===== config.mk =====
export PLATFORM = sky130hd
export DESIGN_NAME = fetch_top
export DESIGN_NICKNAME = d
export VERILOG_FILES = /design/src/source/fetch_pkg.sv /design/src/source/instr_rom.sv /design/src/source/fe_buf.sv /design/src/source/fe_ctl.sv /design/src/source/fetch.sv /design/src/source/fetch_top.sv
export SDC_FILE = /design/constraint.sdc
export NUM_CORES = 2
export LEC_CHECK = 0
export BUFFER_PORTS_ARGS = -buffer_cell sky130_fd_sc_hd__buf_2
export CORE_UTILIZATION = 60
export DETAILED_ROUTE_END_ITERATION = 10
export HOLD_SLACK_MARGIN = 0.02
export PLACE_DENSITY = 0.76
export SYNTH_ARGS = -nofsm -noshare
export SYNTH_HDL_FRONTEND = slang
export SYNTH_MEMORY_MAX_BITS = 65536
export SYNTH_SLANG_ARGS = --single-unit

===== constraint.sdc =====
create_clock -name clk -period 9.4 [get_ports clk]
set_clock_uncertainty 0.05 [all_clocks]
set_input_delay 1.88 -clock clk [delete_from_list [all_inputs] [get_ports clk]]
set_output_delay 1.88 -clock clk [all_outputs]
set_load 0.1 [all_outputs]

===== src/source/fetch_pkg.sv =====
package fetch_pkg;

    localparam int xlen     = 32;   // PC and instruction width
    localparam int credit_w = 4;    // Enough for fb_depth up to 15

    typedef logic [xlen-1:0]     t_pc;        // Byte address, always word-aligned
    typedef logic [xlen-1:0]     t_rv_instr;  // Raw RV32 instruction word
    typedef logic [15:0]         t_simid;     // Counts packets taken by decode
    typedef logic [1:0]          t_epoch;     // Redirect generation
    typedef logic [credit_w-1:0] t_credit;

    // Fetch buffer to instruction memory
    typedef struct packed {
        logic   valid;
        t_pc    pc;
        t_epoch epoch;
    } t_mem_req_pkt;

    // Memory answer, request fields echoed back
    typedef struct packed {
        logic      valid;
        t_pc       pc;
        t_epoch    epoch;
        t_rv_instr instr;
    } t_mem_rsp_pkt;

    // Fetch control to fetch buffer
    typedef struct packed {
        logic   valid;   // Request a fetch at pc
        t_pc    pc;
        t_epoch epoch;   // Tag carried to memory and back
        logic   flush;   // Redirect, drop queue contents
    } t_fe_fb_req;

    // Fetch buffer status back to control
    typedef struct packed {
        logic      head_valid;
        t_pc       head_pc;
        t_rv_instr head_instr;
        t_credit   free_credit;   // Free slots minus requests in flight
    } t_fb_fe_rsp;

    // Packet handed to decode
    typedef struct packed {
        t_pc       pc;
        t_rv_instr instr;
        t_simid    simid;
    } t_instr_pkt;

    // Mispredict from execute
    typedef struct packed {
        logic valid;
        t_pc  target;
    } t_br_mispred_pkt;

    // Nuke from retire, fetch restarts at pc after resume
    typedef struct packed {
        logic valid;
        t_pc  pc;
    } t_nuke_pkt;

endpackage


===== src/source/instr_rom.sv =====
`timescale 1ns/1ns

module instr_rom
    import fetch_pkg::*;
#(
    parameter int rom_words   = 128,   // Power of two, index wraps
    parameter int rom_latency = 2      // At least one
) (
    input  logic         clk,
    input  logic         arst_n,

    input  t_mem_req_pkt req,
    output t_mem_rsp_pkt rsp,

    input  logic         load_en,      // Program load, fetch idle
    input  t_pc          load_addr,
    input  t_rv_instr    load_data
);

    localparam int idx_w = $clog2(rom_words);

    t_rv_instr              rom [rom_words];
    logic [idx_w-1:0]       rd_idx;
    logic [idx_w-1:0]       wr_idx;

    logic [rom_latency-1:0] vld_q;               // Valid delay line
    t_pc                    pc_q    [rom_latency];
    t_epoch                 epoch_q [rom_latency];
    t_rv_instr              instr_q [rom_latency];

    assign rd_idx = req.pc[idx_w+1:2];      // Word index
    assign wr_idx = load_addr[idx_w+1:2];

    always_ff @(posedge clk) begin
        if (load_en)
            rom[wr_idx] <= load_data;
    end

    always_ff @(posedge clk or negedge arst_n) begin
        if (!arst_n) begin
            vld_q <= '0;
        end else begin
            vld_q[0] <= req.valid;
            for (int i = 1; i < rom_latency; i++)
                vld_q[i] <= vld_q[i-1];
        end
    end

    // Data read at request time, then delayed
    always_ff @(posedge clk) begin
        pc_q[0]    <= req.pc;
        epoch_q[0] <= req.epoch;
        instr_q[0] <= rom[rd_idx];
        for (int i = 1; i < rom_latency; i++) begin
            pc_q[i]    <= pc_q[i-1];
            epoch_q[i] <= epoch_q[i-1];
            instr_q[i] <= instr_q[i-1];
        end
    end

    assign rsp = '{valid: vld_q[rom_latency-1],
                   pc:    pc_q[rom_latency-1],
                   epoch: epoch_q[rom_latency-1],
                   instr: instr_q[rom_latency-1]};

    // Fetch never sends a misaligned address
    a_req_aligned: assert property (@(posedge clk) disable iff (!arst_n)
        req.valid |-> req.pc[1:0] == 2'b00);

endmodule


===== src/source/fe_buf.sv =====
`timescale 1ns/1ns

module fe_buf
    import fetch_pkg::*;
#(
    parameter int fb_depth = 4   // Must fit in t_credit
) (
    input  logic         clk,
    input  logic         arst_n,

    input  t_fe_fb_req   fe_fb_req_fb0,
    output t_fb_fe_rsp   fb_fe_rsp_nnn,
    input  logic         pop,

    output t_mem_req_pkt fb_ic_req_nnn,
    input  t_mem_rsp_pkt ic_fb_rsp_nnn
);

    localparam int cnt_w = $clog2(fb_depth + 1);
    localparam int ptr_w = (fb_depth > 1) ? $clog2(fb_depth) : 1;

    t_pc                q_pc    [fb_depth];   // Queue payload
    t_rv_instr          q_instr [fb_depth];

    logic [ptr_w-1:0]   wr_ptr_q;
    logic [ptr_w-1:0]   rd_ptr_q;
    logic [cnt_w-1:0]   count_q;      // Words in the queue
    logic [cnt_w-1:0]   out_q;        // Requests in flight, any epoch
    t_epoch             epoch_q;

    logic               flush;
    logic               stale;
    logic               push;
    logic               do_pop;

    assign flush  = fe_fb_req_fb0.flush;
    assign stale  = ic_fb_rsp_nnn.epoch != epoch_q;
    assign push   = ic_fb_rsp_nnn.valid && !stale && !flush;   // Flush drops it too
    assign do_pop = pop && !flush;

    // Straight to memory, it never refuses
    assign fb_ic_req_nnn = '{valid: fe_fb_req_fb0.valid,
                             pc:    fe_fb_req_fb0.pc,
                             epoch: fe_fb_req_fb0.epoch};

    always_comb begin
        fb_fe_rsp_nnn.head_valid  = count_q != '0;
        fb_fe_rsp_nnn.head_pc     = q_pc[rd_ptr_q];
        fb_fe_rsp_nnn.head_instr  = q_instr[rd_ptr_q];
        fb_fe_rsp_nnn.free_credit = t_credit'(fb_depth - int'(count_q) - int'(out_q));
    end

    // In-flight count, stale returns still release their credit
    always_ff @(posedge clk or negedge arst_n) begin
        if (!arst_n)
            out_q <= '0;
        else
            out_q <= out_q + cnt_w'(fb_ic_req_nnn.valid) - cnt_w'(ic_fb_rsp_nnn.valid);
    end

    // Queue pointers and epoch
    always_ff @(posedge clk or negedge arst_n) begin
        if (!arst_n) begin
            wr_ptr_q <= '0;
            rd_ptr_q <= '0;
            count_q  <= '0;
            epoch_q  <= '0;
        end else if (flush) begin
            wr_ptr_q <= '0;            // Empty in one cycle
            rd_ptr_q <= '0;
            count_q  <= '0;
            epoch_q  <= epoch_q + t_epoch'(1);
        end else begin
            if (push)
                wr_ptr_q <= (wr_ptr_q == ptr_w'(fb_depth - 1)) ? '0 : wr_ptr_q + 1'b1;
            if (do_pop)
                rd_ptr_q <= (rd_ptr_q == ptr_w'(fb_depth - 1)) ? '0 : rd_ptr_q + 1'b1;
            count_q <= count_q + cnt_w'(push) - cnt_w'(do_pop);
        end
    end

    always_ff @(posedge clk) begin
        if (push) begin
            q_pc[wr_ptr_q]    <= ic_fb_rsp_nnn.pc;
            q_instr[wr_ptr_q] <= ic_fb_rsp_nnn.instr;
        end
    end

    // Credit in fe_ctl keeps the queue from overflowing
    a_no_overflow: assert property (@(posedge clk) disable iff (!arst_n)
        push |-> count_q < cnt_w'(fb_depth));

    a_out_bound: assert property (@(posedge clk) disable iff (!arst_n)
        out_q <= cnt_w'(fb_depth));

    // fe_ctl and this block advance their epochs on the same edges
    a_epoch_sync: assert property (@(posedge clk) disable iff (!arst_n)
        fe_fb_req_fb0.valid |-> fe_fb_req_fb0.epoch == epoch_q);

endmodule


===== src/source/fe_ctl.sv =====
`timescale 1ns/1ns

module fe_ctl
    import fetch_pkg::*;
#(
    parameter t_pc reset_pc = '0
) (
    input  logic            clk,
    input  logic            arst_n,

    input  t_nuke_pkt       nuke_rb1,
    input  logic            resume_fetch_rbx,
    input  t_br_mispred_pkt br_mispred_ex0,

    output t_fe_fb_req      fe_fb_req_nnn,
    input  t_fb_fe_rsp      fb_fe_rsp_nnn,

    input  logic            stall,
    output logic            valid_fe1,
    output t_instr_pkt      instr_fe1
);

    logic   redirect;     // Any redirect this cycle
    t_pc    redirect_pc;
    logic   issue;        // Fetch request goes out
    logic   accept;       // Decode takes fe1
    logic   load;         // fe1 takes the queue head

    t_pc    pc_q;         // Next fetch address
    t_epoch epoch_q;
    logic   halted_q;     // Set by nuke, cleared by resume
    t_simid simid_q;      // Packets accepted so far
    t_simid simid_nxt;

    // Nuke wins over a same-cycle mispredict
    assign redirect    = nuke_rb1.valid | br_mispred_ex0.valid;
    assign redirect_pc = nuke_rb1.valid ? nuke_rb1.pc : br_mispred_ex0.target;

    assign issue  = !halted_q && !redirect && (fb_fe_rsp_nnn.free_credit != '0);
    assign accept = valid_fe1 && !stall;

    // Register empty or draining, and not on a redirect edge
    assign load = fb_fe_rsp_nnn.head_valid && (!valid_fe1 || !stall) && !redirect;

    // A packet loaded while fe1 leaves gets the following number
    assign simid_nxt = simid_q + t_simid'(accept);

    always_comb begin
        fe_fb_req_nnn.valid = issue;
        fe_fb_req_nnn.pc    = pc_q;
        fe_fb_req_nnn.epoch = epoch_q;
        fe_fb_req_nnn.flush = redirect;   // One-cycle pulse per redirect
    end

    // PC, epoch and halt control
    always_ff @(posedge clk or negedge arst_n) begin
        if (!arst_n) begin
            pc_q     <= reset_pc;
            epoch_q  <= '0;
            halted_q <= 1'b0;
        end else begin
            if (redirect) begin
                pc_q    <= redirect_pc;
                epoch_q <= epoch_q + t_epoch'(1);   // Old path now stale
            end else if (issue) begin
                pc_q <= pc_q + t_pc'(4);             // Sequential fetch
            end

            if (nuke_rb1.valid)
                halted_q <= 1'b1;
            else if (resume_fetch_rbx)
                halted_q <= 1'b0;
        end
    end

    always_ff @(posedge clk or negedge arst_n) begin
        if (!arst_n)
            simid_q <= '0;
        else
            simid_q <= simid_nxt;
    end

    // fe1 valid, cleared on redirect even under stall
    always_ff @(posedge clk or negedge arst_n) begin
        if (!arst_n)
            valid_fe1 <= 1'b0;
        else if (redirect)
            valid_fe1 <= 1'b0;
        else if (load)
            valid_fe1 <= 1'b1;
        else if (accept)
            valid_fe1 <= 1'b0;
    end

    // fe1 payload
    always_ff @(posedge clk) begin
        if (load) begin
            instr_fe1 <= '{pc:    fb_fe_rsp_nnn.head_pc,
                           instr: fb_fe_rsp_nnn.head_instr,
                           simid: simid_nxt};
        end
    end

    // Held packet must not change under back-pressure
    a_fe1_hold: assert property (@(posedge clk) disable iff (!arst_n)
        valid_fe1 && stall |=> $stable(instr_fe1));

    // While halted nothing is fetched and nothing reaches decode
    a_halt_quiet: assert property (@(posedge clk) disable iff (!arst_n)
        halted_q |-> !fe_fb_req_nnn.valid && !valid_fe1);

endmodule


===== src/source/fetch.sv =====
`timescale 1ns/1ns

module fetch
    import fetch_pkg::*;
#(
    parameter t_pc reset_pc = '0,
    parameter int  fb_depth = 4
) (
    input  logic            clk,
    input  logic            arst_n,

    output t_mem_req_pkt    fb_ic_req_nnn,
    input  t_mem_rsp_pkt    ic_fb_rsp_nnn,

    input  t_br_mispred_pkt br_mispred_ex0,
    input  t_nuke_pkt       nuke_rb1,
    input  logic            resume_fetch_rbx,

    input  logic            decode_ready_de0,
    output logic            valid_fe1,
    output t_instr_pkt      instr_fe1
);

    t_fe_fb_req fe_fb_req_nnn;
    t_fb_fe_rsp fb_fe_rsp_nnn;
    logic       stall;
    logic       pop;

    assign stall = ~decode_ready_de0;

    // Same decision as the fe1 load inside fe_ctl
    assign pop = fb_fe_rsp_nnn.head_valid && (!valid_fe1 || !stall) && !fe_fb_req_nnn.flush;

    fe_ctl #(
        .reset_pc ( reset_pc )
    ) fe_ctl (
        .clk,
        .arst_n,
        .nuke_rb1,
        .resume_fetch_rbx,
        .br_mispred_ex0,
        .fe_fb_req_nnn,
        .fb_fe_rsp_nnn,
        .stall,
        .valid_fe1,
        .instr_fe1
    );

    fe_buf #(
        .fb_depth ( fb_depth )
    ) fe_buf (
        .clk,
        .arst_n,
        .fe_fb_req_fb0 ( fe_fb_req_nnn ),
        .fb_fe_rsp_nnn,
        .pop,
        .fb_ic_req_nnn,
        .ic_fb_rsp_nnn
    );

endmodule


===== src/source/fetch_top.sv =====
`timescale 1ns/1ns

module fetch_top
    import fetch_pkg::*;
#(
    parameter t_pc reset_pc    = 32'h0000_01c0,   // Word 112, wraps soon
    parameter int  fb_depth    = 4,
    parameter int  rom_words   = 128,
    parameter int  rom_latency = 2
) (
    input  logic            clk,
    input  logic            arst_n,
    input  t_br_mispred_pkt br_mispred_ex0,
    input  t_nuke_pkt       nuke_rb1,
    input  logic            resume_fetch_rbx,
    input  logic            decode_ready_de0,
    output logic            valid_fe1,
    output t_instr_pkt      instr_fe1,
    input  logic            load_en,
    input  t_pc             load_addr,
    input  t_rv_instr       load_data
);

    t_mem_req_pkt fb_ic_req_nnn;
    t_mem_rsp_pkt ic_fb_rsp_nnn;

    fetch #(
        .reset_pc ( reset_pc ),
        .fb_depth ( fb_depth )
    ) fetch (
        .clk,
        .arst_n,
        .fb_ic_req_nnn,
        .ic_fb_rsp_nnn,
        .br_mispred_ex0,
        .nuke_rb1,
        .resume_fetch_rbx,
        .decode_ready_de0,
        .valid_fe1,
        .instr_fe1
    );

    instr_rom #(
        .rom_words   ( rom_words ),
        .rom_latency ( rom_latency )
    ) instr_rom (
        .clk,
        .arst_n,
        .req ( fb_ic_req_nnn ),
        .rsp ( ic_fb_rsp_nnn ),
        .load_en,
        .load_addr,
        .load_data
    );

endmodule


### Yosys cells after proc, flatten, opt, wreduce, memory -nomap -nowiden

Memory sizes are Yosys's and may differ from the RTL's. A register that Yosys moved wholly into a read port is not among the register bits.
Index checks and enable logic that the tools add are counted.

| operators by class | value |
|---|---|
| add/sub/neg operators | 12 |
| muxes and demuxes | 19 |
| reductions and logical operators | 20 |
| bitwise logic cells | 1 |
| equal/unequal tests | 3 |

Operators with widths:

| cell | count |
|---|---|
| $mux W32 | 3 |
| $add A32 B3 Y32 const B | 1 |
| $add A16 B1 Y16 | 1 |
| $mux W2 | 6 |
| $mux W1 | 9 |
| $add A2 B1 Y2 const B | 4 |
| $logic_and A1 B1 Y1 | 8 |
| $reduce_bool A2 Y1 | 4 |
| $add A3 B1 Y3 | 2 |
| $reduce_bool A3 Y1 | 2 |
| $sub A3 B1 Y3 | 2 |
| $eq A2 B2 Y1 const B | 2 |
| $logic_not A1 Y1 | 4 |
| $reduce_bool A4 Y1 | 1 |
| $sub A3 B3 Y4 const A | 1 |
| $sub A4 B4 Y4 | 1 |
| $mux W3 | 1 |
| $ne A2 B2 Y1 | 1 |
| $logic_or A1 B1 Y1 | 1 |
| $or A1 B1 Y1 | 1 |

| word-level totals | value |
|---|---|
| memories | 6 |
| logic and storage cells | 73 |
| input port bits | 135 |
| register bits | 82 |
| memory bits (writable) | 4484 |

Memory list:

| name | depth | bits a word | read ports | clocked after Yosys merged registers in | write ports | line | source |
|---|---|---|---|---|---|---|---|
| instr_rom.rom | 128 | 32 | 1 | 0 | 1 | instr_rom.sv:22 | `t_rv_instr rom [rom_words];` |
| fetch.fe_buf.q_instr | 4 | 32 | 1 | 1 | 1 | fe_buf.sv:23 | `t_rv_instr q_instr [fb_depth];` |
| fetch.fe_buf.q_pc | 4 | 32 | 1 | 1 | 1 | fe_buf.sv:22 | `t_pc q_pc [fb_depth];` |
| instr_rom.instr_q | 2 | 32 | 2 | 0 | 2 | instr_rom.sv:29 | `t_rv_instr instr_q [rom_latency];` |
| instr_rom.pc_q | 2 | 32 | 2 | 0 | 2 | instr_rom.sv:27 | `t_pc pc_q [rom_latency];` |
| instr_rom.epoch_q | 2 | 2 | 2 | 0 | 2 | instr_rom.sv:28 | `t_epoch epoch_q [rom_latency];` |

### Longest topological paths before layout

| logic depth | value |
|---|---|
| depth in word-level cells | 7 |
| gate-level depth with buffers | 13 |
| gate-level depth less buffers | 12 |

### Modules after synthesis

Synthesis repeated with hierarchy kept, for this count alone.

| second synthesis, totals | value |
|---|---|
| cell total of the unflattened synthesis | 7022 |
| area total of the unflattened synthesis | 174625.0 um^2 |

By module, submodules not included:

| module | seq. area each (um^2) | cells an instance | times used | area each (um^2) |
|---|---|---|---|---|
| instr_rom | 125690.5 | 6159 | 1 | 158842.3 |
| fe_buf | 7987.7 | 446 | 1 | 10308.6 |
| fe_ctl | 3707.3 | 414 | 1 | 5454.0 |
| fetch | 0.0 | 3 | 1 | 20.0 |

### Worst setup path after synthesis

Ideal clock, no wire load.

| timing path | value |
|---|---|
| kind | input-to-reg |
| start point | in br_mispred_ex0[32] in the netlist's numbering |
| end point | reg fetch.fe_buf.count_q[2] |
| buffers on the path | 2 |
| stages | 12 |
| path slack | 3.284 ns |
| arrival time | 5.935 ns |
| library setup time | 0.131 ns |
| path through | clkbuf_1 > nor2_1 > clkbuf_1 > and2_1 > ha_1 > inv_1 > ha_1 > inv_1 > fa_1 > xor2_1 > xnor2_1 > nor2_1 |

| between the ends | value |
|---|---|
| cells in the longest elaborated chain, start to end | 6 |
| elaborated cells between the ends (all ways) | 8 |
| classes of those cells | 2 x add/sub; 1 x mux; 1 x bitwise; 4 x reduce/logical |

Ends and longest elaborated chain:

| element | line | source |
|---|---|---|
| start, declared | fetch_top.sv:13 | `input t_br_mispred_pkt br_mispred_ex0,` |
| $or A1 B1 Y1 | fe_ctl.sv:36 | `assign redirect = nuke_rb1.valid \| br_mispred_ex0.valid;` |
| $logic_not A1 Y1 | fetch.sv:32 | `assign pop = fb_fe_rsp_nnn.head_valid && (!valid_fe1 \|\| !stall) && !fe_fb_req_nnn.flush;` |
| $logic_and A1 B1 Y1 | fetch.sv:32 |  |
| via fetch.fe_buf.pop | fe_buf.sv:13 | `input logic pop,` |
| $logic_and A1 B1 Y1 | fe_buf.sv:39 | `assign do_pop = pop && !flush;` |
| $sub A3 B1 Y3 | fe_buf.sv:78 | `count_q <= count_q + cnt_w'(push) - cnt_w'(do_pop);` |
| $mux W3 | fe_buf.sv:68 | `end else if (flush) begin` |
| end signal, assigned | fe_buf.sv:78 |  |
| end, declared | fe_buf.sv:27 | `logic [cnt_w-1:0] count_q;` |

The timed path passes the listed nets, and every way through them passes these cells.
A chain may end at the register's enable or synchronous reset.

==> impl_metrics.py <==
metrics = {
    "place": {
        "pre_cts_slack_ns": 4.329,
        "gp_congestion": 0.8825,
        "placedCellCount": 12110,
        "port_buffers": 190,
        "detailed_place_hpwl_mm": 258.3,
    },
    "global_routing": {
        "grt_remaining_overflow": 0,
        "antenna_found_initial": 48,
        "grt_pass1_wl_mm": 655.2,
        "globalRouteTotalUtil_pct": 32.04,
        "number_of_global_route_vias_before_repair": 88870,
        "grt_start_max_net_pins": 115,
    },
    "hold_path": {
        "min-delay-path-class": "register to register",
    },
    "floorplan": {
        "dieArea_um2": 294300,
        "num_io_pins": 216,
        "row_count": 198,
        "die_width_um": 542.5,
        "starting_utilization_of_the_core_area_pct": 60.26,
        "dieHeight_um": 542.5,
        "core_area_um2": 290800,
    },
    "pwr": {
        "vdd_ir_drop_max_uv": 214.2,
        "totalPowerFinal_mw": 44.57,
        "power_density_nw_per_um2": 226.9,
        "cellLeakagePower_nw": 62.54,
    },
    "clock_tree": {
        "cts_hold_repair.buffers": 0,
        "cts_tree": "built",
        "cts.path.max_buffers": 4,
        "cts_bufs_inserted": 434,
        "post-cts-setup-buffer-count": 0,
        "clk_transition_reported_paths_ns": 0.06,
        "cts_sinks": 4630,
        "post_cts.resized_instances": 0,
        "clock_insertion_delay_worst_skew_ns": 1.01,
        "clock_tree.root_cell": "sky130_fd_sc_hd__clkbuf_16",
        "h-tree-depth": 5,
    },
    "sta": {
        "slew_viol_final": 1,
        "relSlewSlack_pct": -3.491,
        "fin_worst_setup_slack_ns": 4.005,
        "final_min_period_over_clock_period_pct": 57.40,
        "timing_worst_slew_pin_value_ns": 1.552,
        "setup_viol": 0,
        "max_freq_mhz": 185.3,
        "hold_viol": 0,
        "grt_setup_unrepaired": "false",
        "finalCriticalPeriod_ns": 5.395,
        "sum_of_negative_setup_slack_ns": 0,
    },
    "synth": {
        "synth-seq-cells": 4630,
        "post_synth_xor_area_fraction_pct": 0.2049,
        "synth_compound_gate_area_share_pct": 3.118,
        "synth-main-ff-cell": "sky130_fd_sc_hd__edfxtp_1",
        "yosys.area_share.adder_pct": 0.1485,
        "synth_top_family_by_area": "multiplexers",
        "unique_cell_type_count_in_the_yosys_netlist": 71,
        "syn_nets": 8297,
        "synth_edf_count": 4432,
        "yosysSeqAreaShare_pct": 78.39,
        "postSynthAreaPerCell_um2": 21.52,
        "post_synth_and_or_nand_nor_area_fraction_pct": 1.742,
        "async_flop_share_pct": 1.425,
        "synthCells": 8143,
        "synthMuxAreaShare_pct": 14.87,
        "post_synth_instance_area_um2": 175300,
        "ys.warnings.count": 0,
    },
    "route": {
        "drc": 0,
        "drt_iter0_markers": 13940,
        "final_antenna_net_count": 0,
        "drt_first_pass_iters": 8,
        "totalWireLength_mm": 470.6,
        "detail_route.vias_per_cell": 6.930,
        "vias": 89690,
        "avgRoutedWirePerCell_um": 36.36,
    },
    "final_layout": {
        "final_layout_size_suffix_gt1_share_pct": 24.63,
        "post_route_core_utilization_pct": 67.52,
        "number_of_standard_cells_in_the_final_layout_excluding_fillers": 12940,
        "syn_to_final_growth_pct": 12.05,
        "n_fill_cell": 17410,
        "nets": 8797,
    },
    "setup_path": {
        "r2r_setup_slk_ns": 4.00,
        "critical_path.max_stage_delay_ns": 1.29,
        "critical_path_cell_with_the_highest_stage_delay": "sky130_fd_sc_hd__a221oi_1",
        "startpoint_type": "register",
        "criticalPathCategory": "register to register",
        "r2r.worst_path.cells": 8,
        "worstReg2RegEnd": "instr_rom.instr_q[0][13]$_DFF_P_",
        "cp-startpoint": "fetch.fe_ctl.pc_q[4]$_DFFE_PN0P_",
        "crit_fanout": 76,
        "critPathArrivalTime_ns": 6.29,
        "worstPathCellList": "buf_4 -> buf_12 -> buf_4 -> mux4_2 -> mux2i_1 -> a221oi_1 -> a2111oi_2 -> nor2_1",
        "endpoint_kind": "register",
        "path_common_cell": "sky130_fd_sc_hd__buf_4",
        "critical-path-top-delay-family": "compound AO/OA/AOI/OAI gates",
        "cp_capture_point": "instr_rom.instr_q[0][13]$_DFF_P_",
        "crit_cells": 8,
        "crit_buf_inv": 3,
        "regToRegStartpoint": "fetch.fe_ctl.pc_q[4]$_DFFE_PN0P_",
        "required_ns": 10.29,
    },
    "status": {
        "status": "finished, violations left",
        "failed_checks": "capacitance limit, slew limit",
    },
    "run": {
        "drv_cap": 1,
    },
}
[cell type report]
| cell class | instances | area (um^2) | share of cell area, % |
|---|---|---|---|
| tap | 3900 | 4880 | 2.485 |
| sequential | 4630 | 137400 | 69.98 |
| clock buffer | 571 | 11770 | 5.996 |
| antenna | 24 | 60.06 | 0.03058 |
| inverter | 21 | 91.34 | 0.04651 |
| multi-input combinational | 3046 | 36310 | 18.49 |
| timing repair buffer | 510 | 3621 | 1.844 |
| clock inverter | 240 | 2221 | 1.131 |
[cells by family after synthesis]
group / after synthesis
adder cells (fa/ha/maj): 19
XOR/XNOR: 41
AO/OA/AOI/OAI: 782
buffers and inverters: 467
multiplexers: 1508
AND/OR/NAND/NOR: 696
flip-flops: 4630
[routing by layer]
layer,vias up,part of all wire [%],track usage [%]
met5,-,0.027,0
met4,18,5.6,15.58
met3,1204,14,8.566
met2,7122,47,49.38
met1,46330,34,42.88
li1,35020,-,-
[metrics by stage]
step	instance area (um^2)	hold WS (ns)
floorplan	175300	0.2596
global placement	182300	0.2602
detailed placement	182300	0.2621
CTS	196300	0.2712
global route	196300	0.2809
finish	196400	0.2703
[report_power, final]
group	switching (mW)	internal [mW]	total, mW
clock network	7.56	9.68	17.2
registers	0.264	22.9	23.1
logic	2.72	1.46	4.18
total	10.5	34.0	44.6
[cell usage after synthesis, types with 19 or more instances]
library cell | n | share of area [%]
sky130_fd_sc_hd__buf_1 | 21 | 0.045
sky130_fd_sc_hd__buf_4 | 90 | 0.39
sky130_fd_sc_hd__mux4_2 | 873 | 11
sky130_fd_sc_hd__a22o_1 | 23 | 0.11
sky130_fd_sc_hd__nor3_1 | 27 | 0.077
sky130_fd_sc_hd__dfrtp_1 | 63 | 0.90
sky130_fd_sc_hd__dfxtp_1 | 132 | 1.5
sky130_fd_sc_hd__mux2i_1 | 602 | 3.4
sky130_fd_sc_hd__nor2_1 | 209 | 0.45
sky130_fd_sc_hd__inv_1 | 19 | 0.041
sky130_fd_sc_hd__o211ai_1 | 21 | 0.090
sky130_fd_sc_hd__buf_6 | 42 | 0.27
sky130_fd_sc_hd__xnor2_1 | 27 | 0.13
sky130_fd_sc_hd__o22ai_1 | 76 | 0.27
sky130_fd_sc_hd__a2111oi_0 | 40 | 0.20
sky130_fd_sc_hd__a221oi_1 | 50 | 0.25
sky130_fd_sc_hd__nand2_1 | 280 | 0.60
sky130_fd_sc_hd__buf_2 | 141 | 0.40
sky130_fd_sc_hd__a211oi_1 | 57 | 0.24
sky130_fd_sc_hd__o221ai_1 | 48 | 0.24
sky130_fd_sc_hd__a22oi_1 | 84 | 0.36
sky130_fd_sc_hd__mux2_2 | 33 | 0.21
sky130_fd_sc_hd__a311oi_1 | 20 | 0.10
sky130_fd_sc_hd__o21ai_0 | 96 | 0.27
sky130_fd_sc_hd__a21oi_1 | 164 | 0.47
sky130_fd_sc_hd__nor2b_1 | 37 | 0.13
sky130_fd_sc_hd__nand3_1 | 60 | 0.17
sky130_fd_sc_hd__clkbuf_1 | 146 | 0.31
sky130_fd_sc_hd__edfxtp_1 | 4432 | 76
[cell usage in the layout, fill, tap and decap left out, drive strengths merged, types with 29 or more instances in the layout]
cell	count
a22oi	84
dfrtp	63
a2111oi	43
mux2i	602
edfxtp	4432
mux4	873
clkinv	187
clkbuf	571
a211oi	57
mux2	33
nand2	280
o221ai	48
o22ai	76
nor2b	37
nor2	210
inv	29
nand3	60
dfxtp	132
a21oi	164
a221oi	50
buf	510
o21ai	99
bufinv	31
[registers in the layout (all words and copies together) (netlist names)]
name and count:
fetch.fe_buf.count_q 3, fetch.fe_buf.epoch_q 2, fetch.fe_buf.out_q 3, fetch.fe_buf.q_instr 128, fetch.fe_buf.q_pc 128, fetch.fe_buf.rd_ptr_q 2, fetch.fe_buf.wr_ptr_q 2, fetch.fe_ctl.epoch_q 2
fetch.fe_ctl.halted_q 1, fetch.fe_ctl.instr_fe1 80, fetch.fe_ctl.pc_q 32, fetch.fe_ctl.simid_q 16, fetch.fe_ctl.valid_fe1 1, instr_rom.epoch_q 4, instr_rom.instr_q 64, instr_rom.pc_q 64
instr_rom.rom 4096, instr_rom.vld_q 2
[worst min path at each step]
stage | startpoint | to | slack [ns] | cells past startpoint
5_1_grt | instr_rom.pc_q[0][2]$_DFF_P_ | instr_rom.pc_q[0][34]$_DFF_P_ | 0.28 | 0
3_5_place_dp | instr_rom.pc_q[0][2]$_DFF_P_ | instr_rom.pc_q[0][34]$_DFF_P_ | 0.26 | 0
6_report | instr_rom.pc_q[0][2]$_DFF_P_ | instr_rom.pc_q[0][34]$_DFF_P_ | 0.27 | 0
3_3_place_gp | instr_rom.pc_q[0][2]$_DFF_P_ | instr_rom.pc_q[0][34]$_DFF_P_ | 0.26 | 0
2_1_floorplan | instr_rom.epoch_q[0][0]$_DFF_P_ | instr_rom.epoch_q[0][2]$_DFF_P_ | 0.26 | 0
4_1_cts | instr_rom.pc_q[0][2]$_DFF_P_ | instr_rom.pc_q[0][34]$_DFF_P_ | 0.27 | 0
Power figures use the tool's default switching activity.
